[src/include/cpu_defs.svh]
`ifndef CPU_DEFS_SVH
`define CPU_DEFS_SVH

// Datapath and address width
`define CPU_XLEN 32

// Register file address width
`define CPU_REG_AW 5

// Instruction memory geometry, in words
`define CPU_IMEM_WORDS 64
`define CPU_IMEM_AW 6

// Data memory geometry, in words
`define CPU_DMEM_WORDS 32
`define CPU_DMEM_AW 5

// First fetch address after reset
`define CPU_RESET_PC 32'h0000_0000

`endif

[src/design/cpu_pkg.sv]
`include "cpu_defs.svh"

package cpu_pkg;

    // Major opcodes of the supported RV32I subset
    typedef enum logic [6:0] {
        OP     = 7'b0110011,
        OP_IMM = 7'b0010011,
        LOAD   = 7'b0000011,
        STORE  = 7'b0100011,
        BRANCH = 7'b1100011,
        JAL    = 7'b1101111,
        JALR   = 7'b1100111,
        LUI    = 7'b0110111
    } opcode_e;

    typedef enum logic [2:0] {
        ALU_ADD    = 3'd0,
        ALU_SUB    = 3'd1,
        ALU_AND    = 3'd2,
        ALU_OR     = 3'd3,
        ALU_XOR    = 3'd4,
        ALU_SLT    = 3'd5,
        ALU_PASS_B = 3'd6 // LUI passes the immediate through
    } alu_op_e;

    typedef enum logic [1:0] {
        ALU      = 2'd0,
        MEM      = 2'd1,
        PC_PLUS4 = 2'd2 // Link value for JAL and JALR
    } wb_sel_e;

    typedef struct packed {
        logic                   reg_write;
        logic                   mem_write;
        logic                   alu_src_imm; // Operand B from imm, not rs2
        logic                   branch;
        logic                   branch_ne;   // BNE rather than BEQ
        logic                   jump;
        logic                   jalr;
        alu_op_e                alu_op;
        wb_sel_e                wb_sel;
        logic [`CPU_REG_AW-1:0] rs1;
        logic [`CPU_REG_AW-1:0] rs2;
        logic [`CPU_REG_AW-1:0] rd;
        logic [`CPU_XLEN-1:0]   imm;
    } ctrl_t;

    // One record per retired instruction
    typedef struct packed {
        logic                   valid;
        logic [`CPU_XLEN-1:0]   pc;
        logic [`CPU_XLEN-1:0]   instr;
        logic                   reg_write;
        logic [`CPU_REG_AW-1:0] rd;
        logic [`CPU_XLEN-1:0]   wdata;
        logic                   mem_write;
        logic [`CPU_XLEN-1:0]   mem_addr;
        logic [`CPU_XLEN-1:0]   mem_wdata;
    } retire_t;

endpackage

[src/design/control_unit.sv]
`include "cpu_defs.svh"

module control_unit (
    input  logic [`CPU_XLEN-1:0] instr_i,
    output cpu_pkg::ctrl_t       ctrl_o
);
    import cpu_pkg::*;

    opcode_e              opcode;
    logic [2:0]           funct3;
    logic [6:0]           funct7;
    logic [`CPU_XLEN-1:0] imm_i;
    logic [`CPU_XLEN-1:0] imm_s;
    logic [`CPU_XLEN-1:0] imm_b;
    logic [`CPU_XLEN-1:0] imm_j;
    logic [`CPU_XLEN-1:0] imm_u;

    assign opcode = opcode_e'(instr_i[6:0]);
    assign funct3 = instr_i[14:12];
    assign funct7 = instr_i[31:25];

    // Immediate formats, all sign extended from bit 31
    assign imm_i = {{20{instr_i[31]}}, instr_i[31:20]};
    assign imm_s = {{20{instr_i[31]}}, instr_i[31:25], instr_i[11:7]};
    assign imm_b = {{19{instr_i[31]}}, instr_i[31], instr_i[7], instr_i[30:25],
                    instr_i[11:8], 1'b0};
    assign imm_j = {{11{instr_i[31]}}, instr_i[31], instr_i[19:12], instr_i[20],
                    instr_i[30:21], 1'b0};
    assign imm_u = {instr_i[31:12], 12'b0};

    always_comb begin
        // No-op unless a legal encoding matches below
        ctrl_o             = '0;
        ctrl_o.alu_op      = ALU_ADD;
        ctrl_o.wb_sel      = ALU;
        ctrl_o.rs1         = instr_i[19:15];
        ctrl_o.rs2         = instr_i[24:20];
        ctrl_o.rd          = instr_i[11:7];

        case (opcode)
            OP: begin
                ctrl_o.reg_write = 1'b1;
                case ({funct7, funct3})
                    {7'b0000000, 3'b000}: ctrl_o.alu_op = ALU_ADD;
                    {7'b0100000, 3'b000}: ctrl_o.alu_op = ALU_SUB;
                    {7'b0000000, 3'b111}: ctrl_o.alu_op = ALU_AND;
                    {7'b0000000, 3'b110}: ctrl_o.alu_op = ALU_OR;
                    {7'b0000000, 3'b100}: ctrl_o.alu_op = ALU_XOR;
                    {7'b0000000, 3'b010}: ctrl_o.alu_op = ALU_SLT;
                    default:              ctrl_o.reg_write = 1'b0;
                endcase
            end
            OP_IMM: begin
                ctrl_o.imm         = imm_i;
                ctrl_o.alu_src_imm = 1'b1;
                ctrl_o.reg_write   = (funct3 == 3'b000); // ADDI only
            end
            LUI: begin
                ctrl_o.imm         = imm_u;
                ctrl_o.alu_src_imm = 1'b1;
                ctrl_o.alu_op      = ALU_PASS_B;
                ctrl_o.reg_write   = 1'b1;
            end
            LOAD: begin
                ctrl_o.imm         = imm_i;
                ctrl_o.alu_src_imm = 1'b1;
                ctrl_o.wb_sel      = MEM;
                ctrl_o.reg_write   = (funct3 == 3'b010); // LW only
            end
            STORE: begin
                ctrl_o.imm         = imm_s;
                ctrl_o.alu_src_imm = 1'b1;
                ctrl_o.mem_write   = (funct3 == 3'b010); // SW only
            end
            BRANCH: begin
                ctrl_o.imm       = imm_b;
                ctrl_o.branch    = (funct3 == 3'b000) || (funct3 == 3'b001);
                ctrl_o.branch_ne = (funct3 == 3'b001);
            end
            JAL: begin
                ctrl_o.imm       = imm_j;
                ctrl_o.jump      = 1'b1;
                ctrl_o.wb_sel    = PC_PLUS4;
                ctrl_o.reg_write = 1'b1;
            end
            JALR: begin
                if (funct3 == 3'b000) begin
                    ctrl_o.imm         = imm_i;
                    ctrl_o.alu_src_imm = 1'b1; // Target is rs1 plus imm
                    ctrl_o.jalr        = 1'b1;
                    ctrl_o.wb_sel      = PC_PLUS4;
                    ctrl_o.reg_write   = 1'b1;
                end
            end
            default: ;
        endcase
    end

    // A store never writes back, whatever the opcode decode path
    always_comb begin
        assert final (!(ctrl_o.reg_write && ctrl_o.mem_write))
            else $error("reg_write and mem_write both set");
    end

endmodule

[config.mk]
export PLATFORM = sky130hd
export DESIGN_NAME = control_unit
export DESIGN_NICKNAME = d
export VERILOG_FILES = /design/src/design/cpu_pkg.sv /design/src/design/control_unit.sv
export VERILOG_INCLUDE_DIRS = /design/src /design/src/include
export SDC_FILE = /design/constraint.sdc
export NUM_CORES = 1
export LEC_CHECK = 0
export BUFFER_PORTS_ARGS = -buffer_cell sky130_fd_sc_hd__clkbuf_2
export CELL_PAD_IN_SITES_DETAIL_PLACEMENT = 0
export CELL_PAD_IN_SITES_GLOBAL_PLACEMENT = 1
export CORE_ASPECT_RATIO = 0.6
export CORE_MARGIN = 2
export CORE_UTILIZATION = 22
export DETAILED_ROUTE_END_ITERATION = 6
export PLACE_DENSITY = 0.9
export REMOVE_ABC_BUFFERS = 1
export SLEW_MARGIN = 5
export SYNTH_ARGS = -nofsm -noshare
export SYNTH_HDL_FRONTEND = slang
export SYNTH_SLANG_ARGS = --single-unit
[constraint.sdc]
create_clock -name vclk -period 2.65
set_clock_uncertainty 0.05 [all_clocks]
set_input_delay 0.53 -clock vclk [all_inputs]
set_output_delay 0.53 -clock vclk [all_outputs]
set_load 0.005 [all_outputs]
Word-level counts from Yosys, hierarchy flattened
Index checks and enable logic that the tools add are counted.
- equality and inequality tests: 15
- muxes and demuxes: 14
- reduce and logical (&&, ||, !) cells: 7
- operator list (kind ; count):
    $pmux 32 s6 ; 1
    $mux 32 ; 1
    $eq 10x3->1 const B ; 3
    $eq 7x6->1 const B ; 3
    $eq 7x7->1 const B ; 3
    $pmux 3 s5 ; 1
    $eq 10x2->1 const B ; 1
    $eq 10x9->1 const B ; 1
    $logic_not 10->1 ; 1
    $eq 7x2->1 const B ; 1
    $eq 7x5->1 const B ; 1
    $pmux 2 s3 ; 1
    $pmux 3 s2 ; 1
    $reduce_or 6->1 ; 1
    $mux 1 ; 5
    $pmux 1 s5 ; 1
    $mux 2 ; 2
    $reduce_or 2->1 ; 2
    $reduce_or 4->1 ; 1
    $eq 3x1->1 const B ; 1
    $eq 3x2->1 const B ; 1
    $logic_not 3->1 ; 1
    $pmux 1 s2 ; 1
    $logic_or 1x1->1 ; 1
- register bits after elaboration: 0
- input port bits: 32
- output and inout bits: 59
- logic and storage cells: 36

Depth between registers and ports, before layout
Gate-level depths: netlist (run 1).
- depth after elaboration: 4
- depth in mapped cells: 6
- mapped depth without buffers: 4

Least setup slack after synthesis (run 1)
No wires, ideal clock.
- path type: input port to output port
- start point: input instr_i[14]
- end point: output ctrl_o[20] (netlist bit)
- arrival: 1725 ps
- data required time: 2070 ps
- slack: 345 ps
- stages: 6
- buffers on the path: 2
- cells stage by stage: buf_6 > or3_4 > a211o_4 > a21oi_4 > buf_6 > a21o_1
- RTL lines (item ; line ; source):
    start, declared ; control_unit.sv:4 ; input logic [`CPU_XLEN-1:0] instr_i,
    end, declared ; control_unit.sv:5 ; output cpu_pkg::ctrl_t ctrl_o

==> summary.md, run 1 <==
| Metric | Value |
|---|---|
| Status | finished, final reports clean |
| Syn Std Cell Area | 835 sq um |
| Area Overhead vs Synth | 54.9% |
| Wire per inst | 12.8 um |
| Non-Filler Instances | 247 |
| Post-detailed-route count of antenna-violating nets | 0 |
| Crit path DAT | 1980 ps |
| Pwr dens | 89.6 mW/mm^2 |
| Worst hold margin | 1200 ps |
| Commonest non-fill, non-tap cell in the layout | clkbuf_2 |
| Die H | 51.7 um |
| Final nets | 234 |
| Fmax | 390 MHz |
| Final hold violations | 0 |
| GR Overflow Total | 0 |
| GP Congestion | 0.876 |
| Rel. slew slack | 77.4% |
| WL met3 | 262 um |
| Unrepaired setup endpoints after global routing | yes |
| CP Capture Type | output port |
| Final slew viol count | 0 |
| Final setup fails | 0 |
| CP Class | primary input to output port |
| Iter 0 DRT Violations | 117 |
| Final period util | 96.7% |
| Crit path required time | 2070 ps |
| Initial antenna violation count | 0 |
| Metal2 WL | 1210 um |
| Vias in the first global route | 907 |
| Max-capacitance violation count | 0 |
| Seq/Total Area, Yosys | 0% |
| Syn Area/Cell | 7.26 sq um |
| Final Util | 35.3% |
| Setup TNS | 0 ps |
| Wl on met1 | 1690 um |
| Post-Synthesis Cells | 115 |
| Die Width | 83.5 um |
| Number of fill cells in the layout | 423 |
| Worst-path maximum fanout | 3 |
| Post-CTS Hold Fix Bufs | 0 |
| Top layer used by detailed routing | met3 |
| Total track usage | 13.3% |
| Total routed wirelength | 3160 um |
| DRC Markers | 0 |
| Critical Path Source Type | primary input |
| Port buffer count | 91 |
| Number of I/O pins | 91 |
| Antenna cells | 0 |
| Storage cell area | 0 sq um |
| Commonest non-fill, non-tap cells in the layout | 91 x clkbuf_2, 17 x a21o_1, 15 x buf_4 |
| DP Cell Count | 246 |
| Layout cells sized above 1 | 61.0% |
| Total core area | 0.00366 sq mm |
| Initial Util | 22.8% |
| Post-DP HPWL | 2760 um |
| Number of post-CTS setup repair buffers | 0 |
| Leakage | 0.858 nW |
| Post_cts resized | 0 |
| # clk buffers | 0 |
| Post-Layout Inst Area | 0.00129 sq mm |
| Max VDD drop | 28.0 uV |
| Synth warn | 0 |
| Count of different cell masters after synthesis | 42 |
| Die area | 0.00432 sq mm |
| Site row count | 17 |
| First-pass GRT wire length | 4730 um |
| Drt pass-1 iters | 4 |
| Crit path time final | 2560 ps |
| Largest net degree at the start of global routing | 12 |
| Vias | 1180 |
| Post-place instance area | 0.00128 sq mm |
| Hold Crit Class | primary input to output port |
| Num sequential | 0 |
| DR vias/cell | 4.78 |
| Worst Max-Slew Pin Slew | 336 ps |
Yosys cell counts (2+ instances only):
cell type,number,area [sq um]
o21ai_0,3,15.0
a21o_1,17,128
inv_1,5,18.8
a31oi_1,2,12.5
nand2b_1,2,12.5
nand4_1,2,12.5
buf_6,4,45.0
nor2_1,7,26.3
nor3_1,5,25.0
a21oi_1,4,20.0
and2_1,6,37.5
nand3b_1,2,15.0
a21o_2,2,17.5
a22o_1,4,35.0
buf_4,16,120
nand4bb_1,2,22.5
or3b_2,2,17.5
nand2_1,6,22.5
final cells by class:
class                      count  area [sq um]  share of cell area [%]
tap                           47          58.8                    4.55
timing repair buffer         106           568                    43.9
multi-input combinational     89           647                    50.0
inverter                       5          18.8                    1.45
through the flow:
stage               setup WS, ps  power, mW
detailed placement          80.6      0.115
CTS                         78.8      0.115
floorplan                    243     0.0343
global route               -22.0      0.127
finish                      86.4      0.116
global placement            57.8      0.114
final timing paths:
path | start | end | slack, ps | depth (start not counted)
setup / recovery | instr_i[28] | ctrl_o[51] | 90 | 6
hold / removal | instr_i[10] | ctrl_o[35] | 1200 | 2
where the power goes:
| part | internal, mW | switching [mW] | total, mW |
|---|---|---|---|
| logic | 0.0558 | 0.0600 | 0.116 |
| registers | 0 | 0 | 0 |
| clock network | 0 | 0 | 0 |
| total | 0.0558 | 0.0600 | 0.116 |
routing by layer:
metal	track usage [%]	vias to the layer above
li1	-	590
met1	23.9	528
met2	17.3	62
met3	0.476	0
met4	0	0
met5	0	-
critical path, cell delays in order:
cell	delay (ps)
clkbuf_2	100
or4_1	550
nor4_2	290
nand2b_1	150
o31ai_2	230
clkbuf_2	150
cell families after synthesis:
logic type / synth area share, %
xor+xnor: 1.05
buf+inv: 22.5
simple gates: 36.3
compound gates: 40.2
No activity file was read; power rests on OpenSTA's default activity.
==> run 2, diff against run 1 <==
CORE_MARGIN = not set   (was 2)
==> summary.md, run 2 (synthesized netlist as in run 1, its figures left out) <==
| Metric | Value |
|---|---|
| Top layer used by detailed routing | met3 |
| Wire per inst | 12.9 um |
| Final slew viol count | 0 |
| Largest net degree at the start of global routing | 12 |
| DR vias/cell | 4.77 |
| Pwr dens | 90.1 mW/mm^2 |
| Final setup fails | 0 |
| Setup TNS | 0 ps |
| Final period util | 96.8% |
| Rel. slew slack | 76.6% |
| Total track usage | 15.2% |
| Max-capacitance violation count | 0 |
| Port buffer count | 91 |
| Storage cell area | 0 sq um |
| Initial Util | 24.2% |
| Number of I/O pins | 91 |
| Layout cells sized above 1 | 61.4% |
| Worst-path maximum fanout | 3 |
| Metal2 WL | 1210 um |
| Fmax | 390 MHz |
| CP Class | primary input to output port |
| GP Congestion | 0.925 |
| Post-CTS Hold Fix Bufs | 0 |
| Die area | 0.00405 sq mm |
| Crit path required time | 2070 ps |
| Critical Path Source Type | primary input |
| Max VDD drop | 34.0 uV |
| # clk buffers | 0 |
| Wl on met1 | 1630 um |
| Leakage | 0.871 nW |
| Initial antenna violation count | 0 |
| Die H | 49.7 um |
| WL met3 | 341 um |
| Total core area | 0.00344 sq mm |
| DRC Markers | 0 |
| Crit path DAT | 1980 ps |
| Unrepaired setup endpoints after global routing | no |
| Setup WS pre-CTS | 88.4 ps |
| Die Width | 81.5 um |
| Drt pass-1 iters | 4 |
| Antenna cells | 0 |
| Worst Max-Slew Pin Slew | 348 ps |
| Post-DP HPWL | 2800 um |
| Total routed wirelength | 3190 um |
| CP Capture Type | output port |
| Status | finished, final reports clean |
| Vias in the first global route | 1001 |
| Commonest non-fill, non-tap cells in the layout | 91 x clkbuf_2, 17 x a21o_1, 16 x buf_4 |
| Pwr Total | 0.119 mW |
| Final hold violations | 0 |
| Crit path time final | 2560 ps |
| Vias | 1177 |
| Worst hold margin | 1200 ps |
| Commonest non-fill, non-tap cell in the layout | clkbuf_2 |
| GR Overflow Total | 0 |
| Post-detailed-route count of antenna-violating nets | 0 |
| Final nets | 236 |
| Area Overhead vs Synth | 57.9% |
| Site row count | 16 |
| Num sequential | 0 |
| Hold Crit Class | primary input to output port |
| Final worst slack | 85.3 ps |
| First-pass GRT wire length | 4850 um |
| Iter 0 DRT Violations | 61 |
[run 2: changes by cell type in the layout (fill, tap and decap cells not counted), sizes merged]
| cell | previous run | this run |
|---|---|---|
| buf | 15 | 17 |
[run 2: stage by stage]
stage / instance area, sq um / utilization (%) / std cells
global route: 1320 / 38.3 / 247
finish: 1320 / 38.3 / 247
floorplan: 666 / - / 94
detailed placement: 1290 / 37.5 / 245
CTS: 1290 / 37.5 / 245
global placement: 1290 / 37.5 / 245
[run 2: final timing paths]
kind,endpoint,from,cells past startpoint
max,ctrl_o[51],instr_i[28],6
min,ctrl_o[33],instr_i[8],2
[run 2: critical path: stages]
cell	delay, ps
clkbuf_2	90
or4_1	560
nor4_2	290
nand2b_1	140
o31ai_2	220
clkbuf_2	150
[run 2: cell type report]
cell class,instances,area (sq um)
Inverter,5,18.8
Fill cell,401,2130
Timing Repair Buffer,108,596
Tap cell,45,56.3
Multi-Input combinational cell,89,647
[run 2: power breakdown]
| group | switching (mW) | internal, mW | leakage, nW |
|---|---|---|---|
| logic | 0.0612 | 0.0575 | 0.871 |
| clock network | 0 | 0 | 0 |
| registers | 0 | 0 | 0 |
| total | 0.0612 | 0.0575 | 0.871 |
[run 2: routing by layer]
metal,track usage [%],up-vias
li1,-,591
met1,25.7,531
met2,21.1,55
met3,1.11,0
met4,0,0
met5,0,-
[run 2: what timing repair did]
item | CTS | global route
setup buffers | 0 | 2
setup endpoints to repair | 0 | 6
gates resized for setup | 0 | 0
==> run 3, diff against run 2 <==
CORE_MARGIN = 5   (was not set)
PLACE_DENSITY = not set   (was 0.9)
PLACE_DENSITY_LB_ADDON = 0.1   (was not set)
==> summary.md, run 3 (synthesized netlist as in run 1, its figures left out) <==
| Metric | Value |
|---|---|
| Commonest non-fill, non-tap cells in the layout | 91 x clkbuf_2, 17 x a21o_1, 17 x buf_4 |
| Final nets | 236 |
| Pwr dens | 90.6 mW/mm^2 |
| Die Width | 89.5 um |
| Sw frac | 52.3% |
| Final setup fails | 0 |
| Stages on the worst setup path | 6 |
| Post-Layout Inst Area | 0.00132 sq mm |
| Crit path to | ctrl_o[25] |
| Initial Util | 22.8% |
| Status | finished, final reports clean |
| Post-place instance area | 0.00131 sq mm |
| Die H | 57.7 um |
| GR Overflow Total | 0 |
| Vias | 1195 |
| GP Congestion | 0.815 |
| Site row count | 17 |
| Final Util | 36.0% |
| Non-Filler Instances | 249 |
| Critical-path cell list | clkbuf_2 > or3_4 > a211o_4 > a21oi_4 > a21o_2 > clkbuf_2 |
| Die area | 0.00517 sq mm |
| # clk buffers | 0 |
| Layout cells sized above 1 | 61.4% |
| Critical Path Source Type | primary input |
| Commonest non-fill, non-tap cell in the layout | clkbuf_2 |
| Final period util | 95.8% |
| Combinational Power Share | 100.0% |
| Drt pass-1 iters | 4 |
| CP Capture Type | output port |
| DR vias/cell | 4.80 |
| Number of I/O pins | 91 |
| Vias in the first global route | 1088 |
| WL met3 | 221 um |
| Final hold violations | 0 |
| Most used cell, CP | clkbuf_2 |
| Total core area | 0.00366 sq mm |
| Unrepaired setup endpoints after global routing | no |
| Antenna cells | 0 |
| Leakage | 0.874 nW |
| Wire per inst | 14.7 um |
| Rel. slew slack | 77.7% |
| Total track usage | 12.9% |
| Post-detailed-route count of antenna-violating nets | 0 |
| Internal power | 0.0569 mW |
| Iter 0 DRT Violations | 100 |
| CP startpoint | instr_i[12] |
| Max VDD drop | 37.3 uV |
| Post-DP HPWL | 3240 um |
| Storage cell area | 0 sq um |
| Setup TNS | 0 ps |
| Crit path DAT | 1960 ps |
| Crit path time final | 2540 ps |
| Initial antenna violation count | 0 |
| Port buffer count | 91 |
| Max-capacitance violation count | 0 |
| Largest net degree at the start of global routing | 12 |
| Fmax | 394 MHz |
| Worst-path maximum fanout | 11 |
| Clk pwr share | 0% |
| WP buf/inv | 2 |
| Max stage delay on crit path | 410 ps |
| Top layer used by detailed routing | met3 |
| Number of fill cells in the layout | 404 |
| Crit path required time | 2070 ps |
| CP max-delay cell | or3_4 |
| Worst hold margin | 1200 ps |
| Worst Max-Slew Pin Slew | 330 ps |
| DP Cell Count | 249 |
| Num sequential | 0 |
| DRC Markers | 0 |
| Total routed wirelength | 3660 um |
| Share of power burned in registers | 0% |
| Sw power | 0.0624 mW |
| Wl on met1 | 1770 um |
| Final slew viol count | 0 |
| Crit path max-delay family | compound AO/OA/AOI/OAI gates |
| CP Class | primary input to output port |
| Area Overhead vs Synth | 57.7% |
| First-pass GRT wire length | 5520 um |
| Hold Crit Class | primary input to output port |
| Metal2 WL | 1670 um |
## run 3: worst min path at each step
stage | start | end | slack (ps) | cells past startpoint
floorplan | instr_i[7] | ctrl_o[32] | 1010 | 0
global placement | instr_i[17] | ctrl_o[44] | 1200 | 2
detailed placement | instr_i[15] | ctrl_o[42] | 1200 | 2
CTS | instr_i[17] | ctrl_o[44] | 1200 | 2
global route | instr_i[15] | ctrl_o[42] | 1210 | 2
finish | instr_i[17] | ctrl_o[44] | 1200 | 2
## run 3: per-layer routing
| metal | track usage, % | vias up |
|---|---|---|
| met3 | 1.28 | 0 |
| met4 | 0 | 0 |
| li1 | - | 588 |
| met2 | 20.5 | 33 |
| met5 | 0 | - |
| met1 | 19.9 | 574 |
## run 3: power by group through the flow
stage	clock [mW]	combinational, mW	sequential (mW)
5_1_grt	0	0.130	0
4_1_cts	0	0.120	0
3_3_place_gp	0	0.119	0
2_1_floorplan	0	0.0343	0
6_report	0	0.119	0
3_5_place_dp	0	0.119	0
## run 3: area by class of cell
cell class	count	area (sq um)	area share, %
inverters	5	18.8	1.43
repair buffers	108	583	44.3
multi-input cells	89	656	49.8
well taps	47	58.8	4.47
## run 3: per-stage QoR
stage / setup WS, ps / total power [mW]
6_report: 112 / 0.119
5_1_grt: 18.4 / 0.130
4_1_cts: 40.5 / 0.120
3_5_place_dp: 0.975 / 0.119
3_3_place_gp: 35.6 / 0.119
2_1_floorplan: 243 / 0.0343
## run 3: what timing repair did
| action | in CTS | in global routing |
|---|---|---|
| resized for setup | 1 | 0 |
| setup endpoints to repair | 1 | 1 |
| hold buffers | 0 | 0 |
| pin swaps | 0 | 1 |
| setup buffers | 0 | 0 |
